File: src/common/uart_defs.svh
`ifndef UART_DEFS_SVH
`define UART_DEFS_SVH

// Clock cycles per serial bit as a fixed divisor of clk
`define UART_CLKS_PER_BIT 8

// Entries in the transmit byte FIFO, which must be a power of two
`define TX_FIFO_DEPTH 16

// Address bits of the debug memory
`define MEM_ADDR_W 8

`endif

File: src/common/uart_pkg.sv
`default_nettype none

package uart_pkg;

  // One 8N1 payload byte
  typedef logic [7:0] uart_byte_t;

  // Receiver FSM
  typedef enum logic [1:0] {
    RX_IDLE,
    RX_START,
    RX_DATA,
    RX_STOP
  } uart_rx_state_e;

  // Transmitter FSM
  typedef enum logic [1:0] {
    TX_IDLE,
    TX_START,
    TX_DATA,
    TX_STOP
  } uart_tx_state_e;

endpackage

`default_nettype wire

File: src/common/debug_pkg.sv
`default_nettype none
`include "uart_defs.svh"

package debug_pkg;

  typedef logic [`MEM_ADDR_W-1:0] mem_addr_t;

  // Byte values of the debug protocol
  typedef enum logic [7:0] {
    CODE_EOT   = 8'h04,
    CODE_ACK   = 8'h06,
    CODE_READ  = 8'h11,
    CODE_WRITE = 8'h12
  } debug_code_e;

  // Command engine FSM
  typedef enum logic [2:0] {
    CMD_IDLE,
    CMD_GET_ADDR,
    CMD_GET_LEN,
    CMD_SEND_ACK,
    CMD_WRITE_DATA,
    CMD_READ_FETCH,
    CMD_READ_PUSH,
    CMD_SEND_EOT
  } cmd_state_e;

endpackage

`default_nettype wire

File: src/logic/uart_rx.sv
`default_nettype none
`include "uart_defs.svh"

module uart_rx (
  input  wire logic                 clk,
  input  wire logic                 reset_i,
  input  wire logic                 rx_i,
  output uart_pkg::uart_byte_t      rx_byte_o,
  output logic                      rx_valid_o
);

  import uart_pkg::*;

  localparam int cnt_w = $clog2(`UART_CLKS_PER_BIT);
  localparam logic [cnt_w-1:0] cnt_last = cnt_w'(`UART_CLKS_PER_BIT - 1);
  localparam logic [cnt_w-1:0] cnt_half = cnt_w'(`UART_CLKS_PER_BIT / 2 - 1);

  uart_rx_state_e   state_q;
  logic [1:0]       sync_q;
  logic [cnt_w-1:0] cnt_q;
  logic [2:0]       bit_q;
  uart_byte_t       shift_q;
  logic             valid_q;
  logic             rx_s;

  // Serial line after the two-flop synchronizer
  assign rx_s = sync_q[1];

  always_ff @(posedge clk) begin
    if (reset_i) begin
      sync_q  <= 2'b11;
      state_q <= RX_IDLE;
      cnt_q   <= '0;
      bit_q   <= '0;
      valid_q <= 1'b0;
    end else begin
      sync_q  <= {sync_q[0], rx_i};
      valid_q <= 1'b0;
      case (state_q)
        RX_IDLE: begin
          cnt_q <= '0;
          if (!rx_s) state_q <= RX_START;
        end
        RX_START: begin
          // Confirm the start bit at half a bit, else treat it as a glitch
          if (cnt_q == cnt_half) begin
            cnt_q   <= '0;
            bit_q   <= '0;
            state_q <= rx_s ? RX_IDLE : RX_DATA;
          end else begin
            cnt_q <= cnt_q + 1'b1;
          end
        end
        RX_DATA: begin
          if (cnt_q == cnt_last) begin
            cnt_q <= '0;
            bit_q <= bit_q + 1'b1;
            if (bit_q == 3'd7) state_q <= RX_STOP;
          end else begin
            cnt_q <= cnt_q + 1'b1;
          end
        end
        default: begin
          // A low stop bit drops the frame
          if (cnt_q == cnt_last) begin
            valid_q <= rx_s;
            state_q <= RX_IDLE;
          end else begin
            cnt_q <= cnt_q + 1'b1;
          end
        end
      endcase
    end
  end

  // LSB first, sampled at bit centres
  always_ff @(posedge clk) begin
    if (state_q == RX_DATA && cnt_q == cnt_last) shift_q <= {rx_s, shift_q[7:1]};
  end

  assign rx_byte_o  = shift_q;
  assign rx_valid_o = valid_q;

endmodule

`default_nettype wire

File: src/logic/uart_tx.sv
`default_nettype none
`include "uart_defs.svh"

module uart_tx (
  input  wire logic                 clk,
  input  wire logic                 reset_i,
  input  wire logic                 empty_i,
  input  wire uart_pkg::uart_byte_t byte_i,
  output logic                      pop_o,
  output logic                      tx_o
);

  import uart_pkg::*;

  localparam int cnt_w = $clog2(`UART_CLKS_PER_BIT);
  localparam logic [cnt_w-1:0] cnt_last = cnt_w'(`UART_CLKS_PER_BIT - 1);

  uart_tx_state_e   state_q;
  logic [cnt_w-1:0] cnt_q;
  logic [2:0]       bit_q;
  uart_byte_t       shift_q;
  logic             tx_q;
  logic             bit_end;

  assign bit_end = (cnt_q == cnt_last);

  // Take the head byte when idle, or right at the end of a stop bit
  assign pop_o = !empty_i && (state_q == TX_IDLE || (state_q == TX_STOP && bit_end));

  always_ff @(posedge clk) begin
    if (reset_i) begin
      state_q <= TX_IDLE;
      cnt_q   <= '0;
      bit_q   <= '0;
      tx_q    <= 1'b1;
    end else begin
      cnt_q <= (state_q == TX_IDLE || bit_end) ? '0 : cnt_q + 1'b1;
      if (pop_o) begin
        state_q <= TX_START;
        tx_q    <= 1'b0;
      end else if (bit_end) begin
        case (state_q)
          TX_START: begin
            state_q <= TX_DATA;
            bit_q   <= '0;
            tx_q    <= shift_q[0];
          end
          TX_DATA: begin
            bit_q <= bit_q + 1'b1;
            if (bit_q == 3'd7) begin
              state_q <= TX_STOP;
              tx_q    <= 1'b1;
            end else begin
              tx_q <= shift_q[bit_q + 3'd1];
            end
          end
          default: begin
            state_q <= TX_IDLE;
            tx_q    <= 1'b1;
          end
        endcase
      end
    end
  end

  always_ff @(posedge clk) begin
    if (pop_o) shift_q <= byte_i;
  end

  assign tx_o = tx_q;

endmodule

`default_nettype wire

File: src/logic/byte_fifo.sv
`default_nettype none
`include "uart_defs.svh"

module byte_fifo #(
  parameter int depth = `TX_FIFO_DEPTH
) (
  input  wire logic                 clk,
  input  wire logic                 reset_i,
  input  wire logic                 push_i,
  input  wire uart_pkg::uart_byte_t push_byte_i,
  input  wire logic                 pop_i,
  output logic                      full_o,
  output logic                      empty_o,
  output uart_pkg::uart_byte_t      pop_byte_o
);

  import uart_pkg::*;

  localparam int ptr_w = $clog2(depth);
  localparam int cnt_w = ptr_w + 1;

  uart_byte_t       buf_q [depth];
  logic [ptr_w-1:0] wr_ptr_q;
  logic [ptr_w-1:0] rd_ptr_q;
  logic [cnt_w-1:0] count_q;
  logic             do_push;
  logic             do_pop;

  assign full_o  = (count_q == cnt_w'(depth));
  assign empty_o = (count_q == '0);

  // Pushes into a full FIFO and pops from an empty one are dropped
  assign do_push = push_i && !full_o;
  assign do_pop  = pop_i && !empty_o;

  always_ff @(posedge clk) begin
    if (reset_i) begin
      wr_ptr_q <= '0;
      rd_ptr_q <= '0;
      count_q  <= '0;
    end else begin
      if (do_push) wr_ptr_q <= wr_ptr_q + 1'b1;
      if (do_pop) rd_ptr_q <= rd_ptr_q + 1'b1;
      if (do_push && !do_pop) begin
        count_q <= count_q + 1'b1;
      end else if (do_pop && !do_push) begin
        count_q <= count_q - 1'b1;
      end
    end
  end

  always_ff @(posedge clk) begin
    if (do_push) buf_q[wr_ptr_q] <= push_byte_i;
  end

  // Head byte is valid whenever empty_o is low
  assign pop_byte_o = buf_q[rd_ptr_q];

endmodule

`default_nettype wire

File: src/debug_server/debug_mem.sv
`default_nettype none
`include "uart_defs.svh"

module debug_mem (
  input  wire logic                 clk,
  input  wire logic                 we_i,
  input  wire logic                 re_i,
  input  wire debug_pkg::mem_addr_t addr_i,
  input  wire uart_pkg::uart_byte_t wdata_i,
  output uart_pkg::uart_byte_t      rdata_o
);

  import uart_pkg::*;

  uart_byte_t mem_q [2**`MEM_ADDR_W];
  uart_byte_t rdata_q;

  always_ff @(posedge clk) begin
    if (we_i) mem_q[addr_i] <= wdata_i;
  end

  // Read data holds until the next read
  always_ff @(posedge clk) begin
    if (re_i) rdata_q <= mem_q[addr_i];
  end

  assign rdata_o = rdata_q;

endmodule

`default_nettype wire

File: src/debug_server/debug_cmd_engine.sv
`default_nettype none
`include "uart_defs.svh"

module debug_cmd_engine (
  input  wire logic                 clk,
  input  wire logic                 reset_i,
  input  wire uart_pkg::uart_byte_t rx_byte_i,
  input  wire logic                 rx_valid_i,
  input  wire logic                 full_i,
  input  wire uart_pkg::uart_byte_t mem_rdata_i,
  output logic                      push_o,
  output uart_pkg::uart_byte_t      push_byte_o,
  output logic                      mem_we_o,
  output logic                      mem_re_o,
  output debug_pkg::mem_addr_t      mem_addr_o,
  output uart_pkg::uart_byte_t      mem_wdata_o
);

  import uart_pkg::*;
  import debug_pkg::*;

  cmd_state_e  state_q;
  debug_code_e op_q;
  mem_addr_t   addr_q;
  uart_byte_t  len_q;
  logic        we_q;
  uart_byte_t  wdata_q;
  logic        last_byte;

  assign last_byte = (len_q == 8'd1);

  // Reply bytes go out only while the FIFO has room
  always_comb begin
    push_o      = 1'b0;
    push_byte_o = mem_rdata_i;
    case (state_q)
      CMD_SEND_ACK: begin
        push_o      = !full_i;
        push_byte_o = uart_byte_t'(CODE_ACK);
      end
      CMD_SEND_EOT: begin
        push_o      = !full_i;
        push_byte_o = uart_byte_t'(CODE_EOT);
      end
      CMD_READ_PUSH: push_o = !full_i;
      default: ;
    endcase
  end

  always_ff @(posedge clk) begin
    if (reset_i) begin
      state_q <= CMD_IDLE;
      op_q    <= CODE_ACK;
      addr_q  <= '0;
      len_q   <= '0;
      we_q    <= 1'b0;
    end else begin
      we_q <= 1'b0;
      // Each stored byte moves the address on, wrapping at the top
      if (we_q) addr_q <= addr_q + 1'b1;
      case (state_q)
        CMD_IDLE: begin
          if (rx_valid_i) begin
            if (rx_byte_i == CODE_ACK) begin
              op_q    <= CODE_ACK;
              state_q <= CMD_SEND_ACK;
            end else if (rx_byte_i == CODE_READ || rx_byte_i == CODE_WRITE) begin
              op_q    <= debug_code_e'(rx_byte_i);
              state_q <= CMD_GET_ADDR;
            end
          end
        end
        CMD_GET_ADDR: begin
          if (rx_valid_i) begin
            addr_q  <= mem_addr_t'(rx_byte_i);
            state_q <= CMD_GET_LEN;
          end
        end
        CMD_GET_LEN: begin
          if (rx_valid_i) begin
            len_q   <= rx_byte_i;
            state_q <= CMD_SEND_ACK;
          end
        end
        CMD_SEND_ACK: begin
          if (!full_i) begin
            if (op_q == CODE_ACK) begin
              state_q <= CMD_IDLE;
            end else if (len_q == '0) begin
              state_q <= CMD_SEND_EOT;
            end else if (op_q == CODE_WRITE) begin
              state_q <= CMD_WRITE_DATA;
            end else begin
              state_q <= CMD_READ_FETCH;
            end
          end
        end
        CMD_WRITE_DATA: begin
          if (rx_valid_i) begin
            we_q  <= 1'b1;
            len_q <= len_q - 1'b1;
            if (last_byte) state_q <= CMD_SEND_EOT;
          end
        end
        CMD_READ_FETCH: state_q <= CMD_READ_PUSH;
        CMD_READ_PUSH: begin
          // Fetched byte waits here while the FIFO is full
          if (!full_i) begin
            addr_q  <= addr_q + 1'b1;
            len_q   <= len_q - 1'b1;
            state_q <= last_byte ? CMD_SEND_EOT : CMD_READ_FETCH;
          end
        end
        default: begin
          if (!full_i) state_q <= CMD_IDLE;
        end
      endcase
    end
  end

  always_ff @(posedge clk) begin
    if (state_q == CMD_WRITE_DATA && rx_valid_i) wdata_q <= rx_byte_i;
  end

  assign mem_we_o    = we_q;
  assign mem_wdata_o = wdata_q;
  assign mem_re_o    = (state_q == CMD_READ_FETCH);
  assign mem_addr_o  = addr_q;

endmodule

`default_nettype wire

File: src/debug_server/uart_debug_top.sv
`default_nettype none
`include "uart_defs.svh"

module uart_debug_top (
  input  wire logic clk,
  input  wire logic reset_i,
  input  wire logic rx_i,
  output logic      tx_o
);

  import uart_pkg::*;
  import debug_pkg::*;

  uart_byte_t rx_byte;
  logic       rx_valid;
  logic       push;
  uart_byte_t push_byte;
  logic       full;
  logic       empty;
  logic       pop;
  uart_byte_t pop_byte;
  logic       mem_we;
  logic       mem_re;
  mem_addr_t  mem_addr;
  uart_byte_t mem_wdata;
  uart_byte_t mem_rdata;

  uart_rx i_uart_rx (
    .clk        ( clk      ),
    .reset_i    ( reset_i  ),
    .rx_i       ( rx_i     ),
    .rx_byte_o  ( rx_byte  ),
    .rx_valid_o ( rx_valid )
  );

  debug_cmd_engine i_debug_cmd_engine (
    .clk         ( clk       ),
    .reset_i     ( reset_i   ),
    .rx_byte_i   ( rx_byte   ),
    .rx_valid_i  ( rx_valid  ),
    .full_i      ( full      ),
    .mem_rdata_i ( mem_rdata ),
    .push_o      ( push      ),
    .push_byte_o ( push_byte ),
    .mem_we_o    ( mem_we    ),
    .mem_re_o    ( mem_re    ),
    .mem_addr_o  ( mem_addr  ),
    .mem_wdata_o ( mem_wdata )
  );

  debug_mem i_debug_mem (
    .clk     ( clk       ),
    .we_i    ( mem_we    ),
    .re_i    ( mem_re    ),
    .addr_i  ( mem_addr  ),
    .wdata_i ( mem_wdata ),
    .rdata_o ( mem_rdata )
  );

  // Reply queue between engine and transmitter
  byte_fifo #(
    .depth ( `TX_FIFO_DEPTH )
  ) i_byte_fifo (
    .clk         ( clk       ),
    .reset_i     ( reset_i   ),
    .push_i      ( push      ),
    .push_byte_i ( push_byte ),
    .pop_i       ( pop       ),
    .full_o      ( full      ),
    .empty_o     ( empty     ),
    .pop_byte_o  ( pop_byte  )
  );

  uart_tx i_uart_tx (
    .clk     ( clk      ),
    .reset_i ( reset_i  ),
    .empty_i ( empty    ),
    .byte_i  ( pop_byte ),
    .pop_o   ( pop      ),
    .tx_o    ( tx_o     )
  );

endmodule

`default_nettype wire

File: config.mk
export PLATFORM = sky130hd
export DESIGN_NAME = uart_debug_top
export DESIGN_NICKNAME = d
export VERILOG_FILES = /design/src/common/uart_pkg.sv /design/src/common/debug_pkg.sv /design/src/logic/uart_rx.sv /design/src/logic/uart_tx.sv /design/src/logic/byte_fifo.sv /design/src/debug_server/debug_mem.sv /design/src/debug_server/debug_cmd_engine.sv /design/src/debug_server/uart_debug_top.sv
export VERILOG_INCLUDE_DIRS = /design/src /design/src/common
export SDC_FILE = /design/constraint.sdc
export NUM_CORES = 2
export LEC_CHECK = 0
export BUFFER_PORTS_ARGS = -buffer_cell sky130_fd_sc_hd__buf_4
export CORE_MARGIN = 4
export CORE_UTILIZATION = 50
export DETAILED_ROUTE_END_ITERATION = 10
export GPL_ROUTABILITY_DRIVEN = 1
export PLACE_DENSITY = 0.67
export SLEW_MARGIN = 15
export SYNTH_ARGS = -nofsm -noshare
export SYNTH_HDL_FRONTEND = slang
export SYNTH_SLANG_ARGS = --single-unit
File: constraint.sdc
create_clock -name clk -period 6.2 [get_ports clk]
set_input_delay 1.24 -clock clk [delete_from_list [all_inputs] [get_ports clk]]
set_output_delay 1.24 -clock clk [all_outputs]
set_load 0.05 [all_outputs]
==> results.py <==
metrics = {
    "timing": {
        "slew_viol_final": 0,
        "fin_crit_ns": 4.32,
        "tightest_slew_ns": 1.30,
        "setup_viol": 0,
        "fin_crit_sh_pct": 69.7,
        "skew_ns": 0.0442,
        "rsz0062_at_grt": "false",
        "finalHoldViolCount": 0,
        "slew_headroom_pct": 13.3,
        "setup_tns_ns": 0,
        "max_freq_ghz": 0.232,
    },
    "setup_path": {
        "worstPathCellList": "buf_12 -> mux4_2 -> mux4_2 -> nand3_1 -> o21ai_0 -> a2111oi_0 -> buf_4 -> nand4_1",
        "reg2reg_to": "i_debug_mem.rdata_o[0]",
        "cpMostUsedCell": "mux4_2",
        "crit_required_ns": 6.78,
        "path_class": "reg -> reg",
        "ff2ff_path_depth": 8,
        "worst_setup_path_start_kind": "register",
        "crit_arrival_ns": 4.90,
        "crit_family": "multiplexers",
        "r2r_slack_ns": 1.88,
        "setup.worst_path.end_class": "register",
        "critPathSlowestCell": "dfxtp_4",
        "crit_buf_inv": 2,
        "slowest_delay_ns": 0.83,
        "reg2reg_from": "i_debug_cmd_engine.mem_addr_o[0]",
        "critPathMaxFanout": 72,
    },
    "clocking": {
        "cts.sinks": 2269,
        "htreeDepth": 4,
        "clkTransAtPathRegs_ns": 0.06,
        "ctsResizeCount": 0,
        "clkLatencyLatePin_ns": 0.85,
        "cts_setup_buffers": 0,
        "cts_tree": "yes",
        "cts-buffers-inserted": 220,
        "root_buffer": "clkbuf_16",
        "clk_path_buf_depth": 3,
        "hold_buffers": 0,
    },
    "logic_synthesis": {
        "synth.area.mux_share_pct": 16.6,
        "synth-simple-area-share_pct": 3.32,
        "synth_cell_types": 65,
        "postSynthCellCount": 4217,
        "synth_seq_cells": 2269,
        "yosys_warnings": 0,
        "synth_edf_count": 2208,
        "synthAdderAreaFrac_pct": 0.501,
        "synth_top_family_by_area": "multiplexers",
        "synth_top_area_share_pct": 74.6,
        "synth_nets": 4255,
        "avgSynthCellArea_sq_um": 21.1,
        "ys_top_cells_by_area": "edfxtp_1 75%, mux4_2 15%, nor2_1 1.4%",
        "async_reset_ff_share_pct": 0,
        "ys.flop_type": "edfxtp_1",
        "synth.largest_area_cell": "edfxtp_1",
        "synth-compound-area-share_pct": 1.74,
        "synthXorXnorAreaFrac_pct": 0.207,
        "ys_seq_area_share_pct": 76.0,
        "syn-cell-area_sq_um": 88900,
    },
    "die": {
        "die_area_sq_um": 185000,
        "initial_core_util_pct": 50.4,
        "die_w_um": 430,
        "fp-row-count": 154,
        "core_area_sq_um": 176000,
        "io_pins": 4,
        "die_y_um": 430,
    },
    "global_routing": {
        "grt_pass1_wl_um": 314000,
        "grt_use_met3_pct": 6.09,
        "antenna_found_initial": 9,
        "met2_usage_pct": 34.8,
        "grt_use_total_pct": 23.5,
        "grt_busiest_layer": "met2",
        "grt_max_degree": 233,
        "met1_usage_pct": 34.6,
        "grt_pass1_vias": 42909,
        "grt-ovfl-total": 0,
    },
    "power": {
        "pwr_density_cell_nw_per_um2": 308,
        "combinationalPowerShare_pct": 1.9,
        "switchingPower_uw": 6050,
        "vdd_ir_drop_max_v": 0.000250,
        "pwr-share-clk_pct": 43.5,
        "p_seq_share_pct": 54.5,
        "switching_share_pct": 19.8,
        "p_int_uw": 24500,
        "p_leak_uw": 0.0295,
    },
    "cells_and_area": {
        "drive_gt1_share_pct": 24.7,
        "nNetsFinal": 4379,
        "layout_commonest_cell": "edfxtp_1",
        "final_cell_mix": "2,208 x edfxtp_1, 611 x mux4_2, 336 x nor2_1",
        "design_area_sq_um": 99200,
        "areaGrowthSynthToFinish_pct": 11.6,
    },
    "run": {
        "cap_violations": 0,
    },
    "placement": {
        "dpl-instance-area_sq_um": 92000,
        "hpwl_um": 130000,
        "gp_congestion": 0.892,
        "port_buffers": 3,
    },
    "detailed_routing": {
        "drt-initial-drc-count": 6203,
        "num_vias": 43479,
        "drc": 0,
        "drt-total-wl_um": 217000,
        "first_pass_iters": 5,
        "ant_nets": 0,
        "wire_per_inst_um": 31.5,
        "via_per_inst": 6.32,
    },
    "status": {
        "status": "completed",
    },
    "min_path": {
        "min-delay-start": "i_uart_rx.sync_q[0]",
        "whs_endpoint": "i_uart_rx.sync_q[1]",
        "whs_path_depth": 1,
        "hold_path_class": "reg -> reg",
    },
}
==> how the worst max path moves through the flow <==
stage | from | endpoint | slack [ns] | depth (start not counted)
CTS | i_debug_cmd_engine.mem_addr_o[0] | i_debug_mem.rdata_o[0] | 1.93 | 8
finish | i_debug_cmd_engine.mem_addr_o[0] | i_debug_mem.rdata_o[0] | 1.88 | 8
detailed placement | i_debug_cmd_engine.mem_addr_o[0] | i_debug_mem.rdata_o[0] | 1.94 | 8
floorplan | i_debug_cmd_engine.mem_wdata_o[0] | i_debug_mem.mem_q[0][0] | 2.15 | 0
global placement | i_debug_cmd_engine.mem_addr_o[0] | i_debug_mem.rdata_o[0] | 1.96 | 8
global route | i_debug_cmd_engine.mem_addr_o[0] | i_debug_mem.rdata_o[0] | 1.75 | 8
==> area by class of cell <==
cell class | instances | area [sq um]
fillers | 13002 | 77300
flip-flops and latches | 2269 | 67500
multi-input cells | 1666 | 20000
clock buffers | 277 | 5850
well taps | 2340 | 2930
repair buffers | 150 | 1340
clock inverters | 139 | 1340
inverters | 34 | 128
diodes | 5 | 12.5
==> state kept, by name, summed over array words and instances (netlist names), 2 cells and up <==
name / flops
i_debug_cmd_engine.state_q: 3
i_debug_cmd_engine.op_q: 8
i_uart_rx.rx_byte_o: 8
i_byte_fifo.count_q: 5
i_byte_fifo.wr_ptr_q: 4
i_uart_tx.bit_q: 3
i_debug_cmd_engine.mem_wdata_o: 8
i_byte_fifo.buf_q: 128
i_uart_tx.cnt_q: 3
i_byte_fifo.rd_ptr_q: 4
i_uart_rx.sync_q: 2
i_uart_tx.state_q: 2
i_debug_mem.rdata_o: 8
i_debug_cmd_engine.mem_addr_o: 8
i_uart_tx.shift_q: 8
i_debug_mem.mem_q: 2048
i_uart_rx.state_q: 2
i_uart_rx.cnt_q: 3
i_debug_cmd_engine.len_q: 8
i_uart_rx.bit_q: 3
==> synthesized netlist by cell type (5+ instances only) <==
cell,count
and2_1,16
a211oi_1,11
a221oi_1,6
nor3_1,41
xnor2_1,13
edfxtp_1,2208
nor2_1,337
a31oi_1,13
mux2i_1,101
buf_6,29
o211ai_1,7
nand4_1,19
a2111oi_0,7
ha_1,34
mux4_2,611
a22oi_1,21
a21oi_1,46
nand3_1,59
xor2_1,8
nor4_1,13
clkbuf_1,109
nand2_1,115
nor3b_1,7
o21ai_0,38
o32ai_1,9
nor2b_1,22
inv_1,32
or3_1,6
a32oi_1,7
a211o_1,6
and3_1,7
buf_4,24
dfxtp_1,61
nand2b_1,13
a21o_1,5
o22ai_1,23
buf_1,35
buf_2,51
==> logic make-up after synthesis <==
| kind of cell | count (synthesis) |
|---|---|
| flip-flops | 2269 |
| XOR/XNOR | 21 |
| AND/OR/NAND/NOR | 667 |
| buffers and inverters | 282 |
| multiplexers | 714 |
| AO/OA/AOI/OAI | 229 |
| adder cells (fa/ha/maj) | 35 |
==> metrics by stage <==
stage          std cells  hold WS, ns  setup WS, ns  total power, uW  util [%]
2_1_floorplan       4217        0.389          2.15            17400         -
3_3_place_gp        6459        0.407          1.96            17600      52.1
3_5_place_dp        6459        0.405          1.94            17600      52.1
4_1_cts             6875        0.427          1.93            30700      56.2
5_1_grt             6877        0.460          1.75            31500      56.2
6_report            6880        0.422          1.88            30600      56.2
==> per-layer routing <==
metal | vias to the layer above | wire (um)
met3 | 377 | 22400
met4 | 6 | 7200
met5 | - | 35
met2 | 2206 | 99900
met1 | 23121 | 87000
li1 | 17769 | -
==> worst register-to-register path: cells and delay by family, from the launching register on <==
kind                   cells  cell delay [ns]
and+or+nand+nor            2             0.17
AOI/OAI and AO/OA          2             1.00
buffers and inverters      2             0.75
muxes                      2             1.30
DFF                        1             0.83
==> power by group through the flow <==
| stage | clock network (uW) | registers, uW | logic (uW) |
|---|---|---|---|
| floorplan | 0 | 17000 | 453 |
| global placement | 0 | 17000 | 601 |
| detailed placement | 0 | 17000 | 605 |
| CTS | 13500 | 16700 | 607 |
| global route | 14200 | 16700 | 654 |
| finish | 13300 | 16700 | 594 |
Power figures use the tool's default switching activity.
